===== src/rtl/cpu_pkg.sv =====
package cpu_pkg;

	// **************************************************
	// widths and sizes
	// **************************************************
	localparam int WORD_W     = 16;   // data and instruction word
	localparam int REG_ADDR_W = 4;
	localparam int NUM_REGS   = 16;
	localparam int MEM_ADDR_W = 8;
	localparam int MEM_DEPTH  = 256;  // words per memory

	typedef logic [WORD_W-1:0]     word_t;
	typedef logic [REG_ADDR_W-1:0] reg_addr_t;
	typedef logic [MEM_ADDR_W-1:0] mem_addr_t;

	// **************************************************
	// instruction encodings
	// **************************************************
	// opcode lives in instr[15:12]
	// 0111 and 1100..1110 are unused and decode as nop
	typedef enum logic [3:0] {
		OP_ADD = 4'b0000,
		OP_SUB = 4'b0001,
		OP_AND = 4'b0010,
		OP_OR  = 4'b0011,
		OP_XOR = 4'b0100,
		OP_SLL = 4'b0101,
		OP_SRL = 4'b0110,
		OP_LW  = 4'b1000,  // rd <- mem[base + off]
		OP_SW  = 4'b1001,  // mem[base + off] <- rd
		OP_LHB = 4'b1010,  // rd[15:8] <- imm8
		OP_LLB = 4'b1011,  // rd[7:0] <- imm8
		OP_HLT = 4'b1111
	} opcode_e;

	// ten alu functions so four bits wide
	typedef enum logic [3:0] {
		ALU_PASS, ALU_ADD, ALU_SUB, ALU_AND, ALU_OR,
		ALU_XOR, ALU_SLL, ALU_SRL, ALU_LHB, ALU_LLB
	} alu_op_e;

	typedef enum logic [1:0] {
		FWD_REG,  // value read in ID
		FWD_MEM,  // EX/MEM result
		FWD_WB    // MEM/WB result
	} fwd_sel_e;

	localparam word_t NOP_INSTR = 16'h7000;  // unused opcode

endpackage


===== src/rtl/alu.sv =====
`timescale 1ns/100ps

module alu (
	input  cpu_pkg::alu_op_e op,
	input  cpu_pkg::word_t   a,
	input  cpu_pkg::word_t   b,
	output cpu_pkg::word_t   result
);
	import cpu_pkg::*;

	logic [3:0] shamt;

	assign shamt = b[3:0];  // shifts use low nibble only

	always_comb begin
		case (op)
			ALU_ADD:
				result = a + b;  // also LW/SW address
			ALU_SUB:
				result = a - b;  // wraps
			ALU_AND:
				result = a & b;
			ALU_OR:
				result = a | b;
			ALU_XOR:
				result = a ^ b;
			ALU_SLL:
				result = a << shamt;
			ALU_SRL:
				result = a >> shamt;  // logical, zero fill
			// byte loads
			ALU_LHB:
				result = {b[7:0], a[7:0]};
			ALU_LLB:
				result = {a[WORD_W-1:8], b[7:0]};
			ALU_PASS:
				result = a;
			default:
				result = a;
		endcase
	end

endmodule


===== config.mk =====
export PLATFORM = sky130hd
export DESIGN_NAME = alu
export DESIGN_NICKNAME = d
export VERILOG_FILES = /design/src/rtl/cpu_pkg.sv /design/src/rtl/alu.sv
export SDC_FILE = /design/constraint.sdc
export NUM_CORES = 1
export LEC_CHECK = 0
export ABC_AREA = 1
export BUFFER_PORTS_ARGS = -buffer_cell sky130_fd_sc_hd__buf_2
export CORE_UTILIZATION = 58
export DETAILED_ROUTE_END_ITERATION = 8
export GPL_TIMING_DRIVEN = 0
export PLACE_DENSITY = 0.8
export SKIP_LAST_GASP = 1
export SYNTH_ARGS = -nofsm -noshare
export SYNTH_HDL_FRONTEND = slang
export SYNTH_SLANG_ARGS = --single-unit

===== constraint.sdc =====
create_clock -name vclk -period 2.8
set_clock_uncertainty 0.15 [all_clocks]
set_input_delay 0 -clock vclk [all_inputs]
set_output_delay 0 -clock vclk [all_outputs]
set_load 0.1 [all_outputs]

---- Yosys cells after proc, flatten, opt, wreduce, memory -nomap -nowiden ----
Cells that the tools add are included.
storage, ports and cells
  register bits after elaboration ......... 0
  logic and storage cells ................. 17
  bits of input ports ..................... 36
cells by class
  shifts and indexed selects .............. 2
  bitwise gates (word level) .............. 3
  equality and inequality tests ........... 9
  muxes and demuxes ....................... 1
  add/sub/neg operators ................... 2
operators by type and width
  kind                  number
  $pmux W16 S9          1
  $add A16 B16 Y16      1
  $and A16 B16 Y16      1
  $eq A4 B3 Y1 const B  4
  $or A16 B16 Y16       1
  $shl A16 B4 Y16       1
  $shr A16 B4 Y16       1
  $sub A16 B16 Y16      1
  $xor A16 B16 Y16      1
  $eq A4 B2 Y1 const B  2
  $eq A4 B4 Y1 const B  2
  $eq A4 B1 Y1 const B  1

---- Logic depth before layout (Yosys ltp) ----
Gate-level depths: netlist of the first run.
  depth after elaboration ................. 2
  mapped depth ............................ 22
  depth with buffers taken out ............ 21

---- Worst setup path after synthesis of the first run ----
No wires, ideal clock.
  path kind ............................... input to output
  start ................................... input port b[1]
  end ..................................... output port result[15]
  data arrival time ....................... 3.579 ns
  data required time ...................... 2.650 ns
  buffers on the path ..................... 1
  cell stages on the path ................. 17
  slack ................................... -0.929 ns
  path through ............................ inv_1 clkbuf_1 ha_1 nand3_1 nor2_1 nand3_1 nand2_1 nand2_1 nor2_1 xor2_1 ha_1 nand2_1 nor3_1 a21oi_1 nand3_1 nand3_1 a21oi_1
on the way
  word-level cells in the longest chain between the ends .. 2
RTL lines
  element                                   RTL line   source
  from (decl)                               alu.sv:6   input cpu_pkg::word_t b,
  $sub A16 B16 Y16 (tied with other cells)  alu.sv:20  result = a - b;
  $pmux W16 S9 *                            alu.sv:16  case (op)
  to (decl)                                 alu.sv:7   output cpu_pkg::word_t result
Mark *: on every way between the ends. The rest lies on a longest branch, timed or not.

---- Worst setup path after layout of the first run ----
  start ................................... input port op[1]
  end ..................................... output port result[11]
on the way
  word-level cells in the longest chain between the ends .. 2
RTL lines
  element                               RTL line   source
  from (decl)                           alu.sv:4   input cpu_pkg::alu_op_e op,
  $eq A4 B4 Y1 (tied with other cells)  alu.sv:16
  $pmux W16 S9 *                        alu.sv:16
Marks and branches as above.

==> run_results.csv, run 1 <==
group,metric,value,unit
detailed_routing,antenna_left,0,
yosys,ys_seq_area_share,0,%
global_route,grt_pass1_vias,5258,
placement,globalplace.congestion,1.063,
global_route,overflow,0,
run_status,status,"complete, but fails checks",
yosys,syn_area,0.003936,sq mm
timing,rsz0062_at_grt,"yes",
timing,finalSetupViolCount,5,
die,die-area,0.007120,sq mm
critical_path,worstSetupPathType,"input port to output port",
critical_path,cp-end-kind,"output port",
yosys,ys_types,37,
critical_path,slowest_stage,"xor2_1",
die,fp.coreArea,0.006459,sq mm
placement,dp_hpwl,12800,microns
critical_path,cpPeakStageDelay,0.31,ns
layout,num-fill-cells,496,
power_and_ir_drop,p_per_area,251.7,mW/mm^2
timing,whs,0.4028,ns
timing,post-route-period-util,104.9,%
detailed_routing,vias,6203,
power_and_ir_drop,comb_power_share,100.0,%
layout,seq_cells,0,
timing,final_max_slew_viol_count,0,
global_route,grt_pass1_wl,26130,microns
yosys,yosys-top-cells-count,"234 x nand2_1, 106 x nor2_1, 85 x nand3_1",
power_and_ir_drop,ir_drop,179.5,uV
layout,seq_area,0,sq um
run,cap_violations,0,
detailed_routing,wl,18520,microns
timing,layout_setup_ws,-0.1371,ns
clocking,cts_hold_buffers,0,
power_and_ir_drop,p_seq_share,0,%
critical_path,critical_path_required,2.65,ns
die,io_pins,52,
yosys,yosys.area.top_type,"nand2_1",
layout,final_net_count,923,
power_and_ir_drop,p_leak,2.550,nW
layout,postLayoutCellArea,0.004910,sq mm
layout,area_growth,24.73,%
yosys,avgSynthCellArea,5.132,sq um
min_path,hold_class,"input port to output port",
critical_path,path_cells,"buf_2, inv_2, nor2_4, nand2_4, buf_12, clkinvlp_4, nor2_1, xor2_1, ha_2, nand2_1, inv_1, nand2_2, a21oi_1, o21ai_0, nand3_1, nand4_1, buf_12",
layout,drive_gt1_share,21.44,%
yosys,synthCells,767,
power_and_ir_drop,p_sw_share,70.24,%
yosys,synth_top_area_share,22.31,%
die,die_h,84.38,microns
power_and_ir_drop,p_clk_share,0,%
timing,relSlewSlack,56.29,%
power_and_ir_drop,p_switching,0.0008681,W
layout,nClkBuffers,0,
layout,diodes,0,
die,start_util,60.95,%
power_and_ir_drop,p_int,0.0003678,W
critical_path,cp_max_fo,10,
critical_path,critPathMostFrequentCell,"buf_12",
placement,dpl_cell_area,0.004409,sq mm
timing,worst_pin_slew,0.6489,ns
yosys,syn_nets,853,
die,rows,29,
global_route,antenna_found_initial,0,
detailed_routing,first_pass_iters,9,
global_route,grt_use_total,46.03,%
critical_path,start_kind,"input port",
detailed_routing,drc,22,
timing,fmax,340.5,MHz
global_route,grt_max_degree,12,
detailed_routing,routed_via_density,6.802,
run_status,violations,"DRC, setup timing",
placement,portBuffers,52,
detailed_routing,drt_iter0_drc,1070,
yosys,synth_area_leaders,"nand2_1 22%, ha_1 16%, nand3_1 11%, nor2_1 10%, inv_1 7.4%",
timing,hold_viol_final,0,
detailed_routing,wl_per_cell,20.31,microns
yosys,yosysMostFrequentCell,"nand2_1",
critical_path,worstPathArrival,2.79,ns
die,fp.dieW,84.38,microns
yosys,yosys_warnings,0,
timing,period_minus_slack,2.937,ns
## cells by family after synthesis
family | synth area share [%]
fa+ha+maj | 16.08
simple gates | 50.79
buf+inv | 12.21
xor+xnor | 3.338
compound gates | 17.58
## worst paths after layout
check | start | to | slack (ns) | cells past startpoint
worst max-delay path | op[1] | result[11] | -0.14 | 17
worst min-delay path | a[0] | result[0] | 0.40 | 4
## what timing repair did
item,CTS,global route
pin swaps,11,29
buffers inserted,6,13
endpoints found under the setup margin,12,14
gates cloned,0,1
gates resized for setup,45,57
## layout by cell type, fill, tap and decap left out, drive strengths merged
master / instances
a211oi: 1
a21oi: 38
a22oi: 1
and2: 1
buf: 86
clkbuf: 8
clkinv: 2
clkinvlp: 2
fa: 1
ha: 49
inv: 82
nand2: 244
nand3: 85
nand3b: 6
nand4: 7
nor2: 115
nor3: 4
nor4: 1
o211ai: 12
o21a: 3
o21ai: 62
o21bai: 1
o22ai: 3
o31ai: 1
or2: 5
xnor2: 2
xor2: 13
## power by group through the flow
stage	sequential (W)	combinational, W	clock, W
final	0	0.00124	0
after detailed placement	0	0.00101	0
after global placement	0	0.000991	0
after global routing	0	0.00129	0
after floorplan	0	0.000771	0
after CTS	0	0.00108	0
## routing by layer
metal	track usage (%)	share of wire, %	vias up
li1	-	-	2630
met1	58.94	33	2700
met2	74.52	41	670
met3	7.571	16	203
met4	23.57	9.3	0
met5	0	0	-
## per-stage QoR
stage / utilization (%) / instances / power (W) / TNS (ns) / setup WS [ns]
floorplan: - / 767 / 0.0007708 / -0.03721 / -0.03721
global placement: 68.27 / 896 / 0.0009907 / -2.206 / -0.4833
detailed placement: 68.27 / 896 / 0.001013 / -2.980 / -0.5167
CTS: 71.79 / 901 / 0.001082 / 0 / 0.01333
global route: 76.02 / 912 / 0.001290 / -1.255 / -0.2632
finish: 76.02 / 912 / 0.001236 / -0.3941 / -0.1371
## critical path, delay by kind of cell
family	cells	cell delay, ns
buffers and inverters	6	0.90
AND/OR/NAND/NOR	7	0.84
AO/OA/AOI/OAI	2	0.43
XOR/XNOR	1	0.31
adder cells (fa/ha/maj)	1	0.31
## layout make-up
class	count	area, sq um	area share [%]
Buffer	22	152.6	3.109
Tap cell	77	96.34	1.962
Multi-Input combinational cell	655	3785	77.09
Inverter	86	342.8	6.983
Timing Repair Buffer	72	533.0	10.86
Note: power is estimated with default switching activity, not from simulation.
==> run 2: changes to the inputs <==
Settings changed: PLACE_DENSITY 0.8 to 0.9.
==> run_results.csv, run 2 (same netlist as run 1, synthesis figures left out) <==
group,metric,value,unit
run_status,status,"complete, but fails checks",
run_status,violations,"DRC, setup timing",
power_and_ir_drop,ir_drop,189.7,uV
power_and_ir_drop,p_leak,2.563,nW
timing,relSlewSlack,61.89,%
global_route,grt_max_degree,12,
placement,globalplace.congestion,1.069,
layout,num-fill-cells,501,
power_and_ir_drop,p_sw_share,69.36,%
global_route,antenna_found_initial,0,
power_and_ir_drop,comb_power_share,100.0,%
die,fp.dieW,84.38,microns
placement,portBuffers,52,
die,fp.coreArea,0.006459,sq mm
detailed_routing,drt_iter0_drc,972,
global_route,grt_pass1_wl,26410,microns
detailed_routing,drc,4,
detailed_routing,vias,6114,
layout,seq_area,0,sq um
die,io_pins,52,
detailed_routing,wl_per_cell,21.04,microns
power_and_ir_drop,power,0.001276,W
critical_path,cp-end-kind,"output port",
die,die_h,84.38,microns
layout,nClkBuffers,0,
global_route,grt_pass1_vias,5179,
min_path,min_from,"a[3]",
power_and_ir_drop,p_seq_share,0,%
global_route,use_met1,60.13,%
critical_path,worstSetupPathType,"input port to output port",
detailed_routing,wl,19230,microns
timing,layout_setup_ws,-0.3246,ns
layout,diodes,0,
timing,setup_tns,-0.7013,ns
layout,multi_input_area,0.003872,sq mm
layout,mostFrequentLayoutCell,"nand2_1",
placement,place_ws,-0.5901,ns
die,die-area,0.007120,sq mm
timing,rsz0062_at_grt,"yes",
global_route,grt_use_met3,8.555,%
power_and_ir_drop,p_int,0.0003908,W
layout,final_net_count,925,
timing,period_minus_slack,3.125,ns
detailed_routing,routed_via_density,6.689,
layout,drive_gt1_share,23.54,%
global_route,overflow,0,
min_path,whs_endpoint,"result[3]",
layout,area_growth,27.88,%
min_path,hold_path_depth,4,
layout,mostFrequentLayoutCells,"220 x nand2_1, 84 x nor2_1, 81 x nand3_1",
global_route,grt_use_met2,76.83,%
placement,dp_hpwl,12940,microns
power_and_ir_drop,p_switching,0.0008847,W
clocking,cts_hold_buffers,0,
power_and_ir_drop,p_clk_share,0,%
global_route,grt_use_total,46.99,%
timing,hold_viol_final,0,
timing,final_max_slew_viol_count,0,
die,start_util,60.95,%
timing,whs,0.3750,ns
timing,worst_pin_slew,0.5717,ns
layout,seq_cells,0,
critical_path,cp_max_fo,6,
critical_path,start_kind,"input port",
critical_path,worstPathArrival,2.97,ns
min_path,hold_class,"input port to output port",
critical_path,critical_path_required,2.65,ns
timing,post-route-period-util,111.6,%
detailed_routing,antenna_left,0,
detailed_routing,first_pass_iters,9,
global_route,top_usage_layer,"met2",
power_and_ir_drop,p_per_area,253.4,mW/mm^2
die,rows,29,
layout,final_util,77.93,%
timing,fmax,320.0,MHz
timing,finalSetupViolCount,6,
run,cap_violations,0,
run 2: cell count changes in the layout (fill, tap and decap cells not counted), moves of 3 or more:
cell and change:
nor2_1 -4, nand2_2 +6, nand2_1 -6, inv_2 +3, inv_1 -3
run 2: area by class of cell:
class / instances / area share [%]
buffer: 23 / 3.430
timing repair buffer: 73 / 10.91
tap: 77 / 1.914
multi-input combinational: 655 / 76.93
inverter: 86 / 6.811
run 2: power by group through the flow:
| stage | registers, W | clock network, W | logic (W) |
|---|---|---|---|
| 6_report | 0 | 0 | 0.00128 |
| 5_1_grt | 0 | 0 | 0.00133 |
| 4_1_cts | 0 | 0 | 0.00108 |
| 3_5_place_dp | 0 | 0 | 0.00101 |
| 3_3_place_gp | 0 | 0 | 0.000994 |
| 2_1_floorplan | 0 | 0 | 0.000771 |
run 2: worst max-delay path by stage:
| stage | from | to | cells past startpoint |
|---|---|---|---|
| after floorplan | b[0] | result[11] | 15 |
| after global placement | b[0] | result[15] | 20 |
| after detailed placement | b[0] | result[15] | 20 |
| after CTS | op[1] | result[15] | 19 |
| after global routing | b[1] | result[14] | 21 |
| final | b[1] | result[14] | 21 |
run 2: routing by layer:
layer	share of wire [%]	vias up
met5	0	-
met4	8.9	0
met3	15	202
met2	41	608
met1	35	2662
li1	-	2642
run 2: metrics by stage:
stage / cells / instance area [sq um]
final: 914 / 5034
after global placement: 896 / 4409
after detailed placement: 896 / 4409
after global routing: 914 / 5034
after floorplan: 767 / 4053
after CTS: 902 / 4651
run 2: critical path, stage by stage:
cell and delay, ns:
buf_8 0.13, inv_4 0.06, clkbuf_16 0.13, ha_4 0.16, nand3_4 0.10, nor2_4 0.15, nand3_2 0.11, nand2_4 0.13
nand2_8 0.08, nor2_2 0.12, xor2_1 0.27, ha_4 0.22, nand2_1 0.11, o21ai_0 0.46, nor2_4 0.09, nand3_2 0.09
nand2_1 0.05, nor2_1 0.11, nor2_2 0.06, nor2_4 0.14, buf_12 0.18
run 2: repair_timing:
item,4_1_cts,5_1_grt
buffers inserted,6,15
pin swaps,18,30
gates resized for setup,47,78
setup endpoints to repair,12,14
==> run 3: changes to the inputs <==
Settings changed: BUFFER_PORTS_ARGS -buffer_cell sky130_fd_sc_hd__buf_2 to -buffer_cell sky130_fd_sc_hd__buf_4, CORE_UTILIZATION 58 to 48, PLACE_DENSITY 0.9 to 0.78.
==> run_results.csv, run 3 (same netlist as run 1, synthesis figures left out) <==
group,metric,value,unit
die,rows,32,
critical_path,worstSetupPathType,"input port to output port",
layout,seq_cells,0,
placement,globalplace.congestion,1.002,
timing,worst_pin_slew,0.6829,ns
power_and_ir_drop,p_per_area,246.9,mW/mm^2
global_route,grt_pass1_wl,27490,microns
timing,layout_setup_ws,-0.1250,ns
run_status,status,"complete, but fails checks",
global_route,overflow,0,
critical_path,cp_max_fo,4,
layout,drive_gt1_share,26.27,%
run_status,violations,"setup timing",
die,die-area,0.008566,sq mm
critical_path,worstPathArrival,2.78,ns
layout,final_net_count,937,
layout,nClkBuffers,0,
timing,setup_tns,-0.2714,ns
global_route,grt_max_degree,12,
detailed_routing,drc,0,
detailed_routing,first_pass_iters,8,
min_path,whs_endpoint,"result[0]",
layout,area_growth,33.92,%
layout,multi_input_area,0.003897,sq mm
detailed_routing,antenna_left,0,
detailed_routing,drt_iter0_drc,825,
run,cap_violations,0,
placement,portBuffers,52,
power_and_ir_drop,ir_drop,170.4,uV
global_route,antenna_found_initial,0,
timing,finalSetupViolCount,4,
layout,seq_area,0,sq um
layout,diodes,0,
global_route,grt_use_total,41.28,%
die,fp.coreArea,0.007848,sq mm
critical_path,critical_path_required,2.65,ns
die,fp.dieW,92.56,microns
layout,num-fill-cells,711,
timing,post-route-period-util,104.5,%
detailed_routing,vias,6020,
detailed_routing,wl_per_cell,20.17,microns
die,io_pins,52,
layout,final_util,67.17,%
min_path,hold_class,"input port to output port",
timing,final_max_slew_viol_count,0,
timing,rsz0062_at_grt,"yes",
critical_path,start_kind,"input port",
timing,period_minus_slack,2.925,ns
timing,relSlewSlack,53.99,%
timing,fmax,341.9,MHz
layout,mostFrequentLayoutCells,"210 x nand2_1, 82 x nor2_1, 79 x nand3_1, 79 x buf_4, 71 x inv_1",
detailed_routing,wl,19180,microns
min_path,hold_path_depth,4,
critical_path,cp-end-kind,"output port",
detailed_routing,routed_via_density,6.330,
power_and_ir_drop,p_leak,2.682,nW
die,die_h,92.56,microns
global_route,grt_pass1_vias,5250,
clocking,cts_hold_buffers,0,
min_path,min_from,"a[0]",
placement,dp_hpwl,13600,microns
layout,mostFrequentLayoutCell,"nand2_1",
timing,hold_viol_final,0,
power_and_ir_drop,power,0.001301,W
die,start_util,50.16,%
[run 3: cell count changes in the layout (fill, tap and decap cells not counted), moves of 3 or more]
cell,before,now
buf_2,44,7
clkbuf_4,3,0
buf_4,26,79
nand2_1,220,210
nand2_4,3,7
nand2_2,20,27
a21oi_1,27,24
a21oi_2,8,11
ha_4,9,6
[run 3: layout make-up]
class,instances,share of cell area [%]
buffer,22,2.896
inverter,86,6.551
multi-input combinational,655,73.94
tap,102,2.421
timing repair buffer,86,14.19
[run 3: repair_timing]
action	CTS	global route
endpoints found under the setup margin	9	13
gates resized for setup	39	84
buffers inserted	18	17
pin swaps	19	50
hold endpoints to repair	0	0
[run 3: stage by stage]
step / setup slack, ns / cell area, sq um / std cells / hold WS, ns
2_1_floorplan: -0.03721 / 4053 / 767 / 0.1597
3_3_place_gp: -0.3212 / 4571 / 921 / 0.3431
3_5_place_dp: -0.4120 / 4571 / 921 / 0.3518
4_1_cts: 0.004909 / 4873 / 937 / 0.3550
5_1_grt: -0.2149 / 5271 / 951 / 0.3831
6_report: -0.1250 / 5271 / 951 / 0.3518
[run 3: per-layer routing]
metal	wire length (microns)	vias up	share of wire, %	track usage [%]
met5	0	-	0	0
met3	2307	157	12	4.105
met2	8130	549	42	66.85
met1	7270	2658	38	55.30
met4	1473	0	7.7	17.45
li1	-	2656	-	-
[run 3: critical path, stage by stage]
cell     delay, ns
buf_12        0.11
buf_8         0.12
nor2_4        0.13
nand2_4       0.10
nor4_4        0.30
buf_4         0.18
nor2_2        0.05
xor2_1        0.20
ha_2          0.34
nand2_2       0.14
inv_2         0.06
nand2_2       0.06
nand2_2       0.05
inv_2         0.07
nor2_2        0.04
nor2_2        0.20
nand3_2       0.10
nand2_2       0.11
nor2_2        0.05
nor2_2        0.15
nor2_4        0.06
buf_12        0.16
[run 3: worst max path at each step]
stage | start | end
after floorplan | b[0] | result[11]
after global placement | b[0] | result[15]
after detailed placement | b[0] | result[15]
after CTS | b[0] | result[14]
after global routing | op[1] | result[14]
final | b[0] | result[14]
[run 3: power by group]
part           switching, W  total (W)  internal [W]  leakage, nW
Sequential                0          0             0            0
Combinational      0.000886    0.00130      0.000416         2.68
Clock                     0          0             0            0
Total              0.000886    0.00130      0.000416         2.68
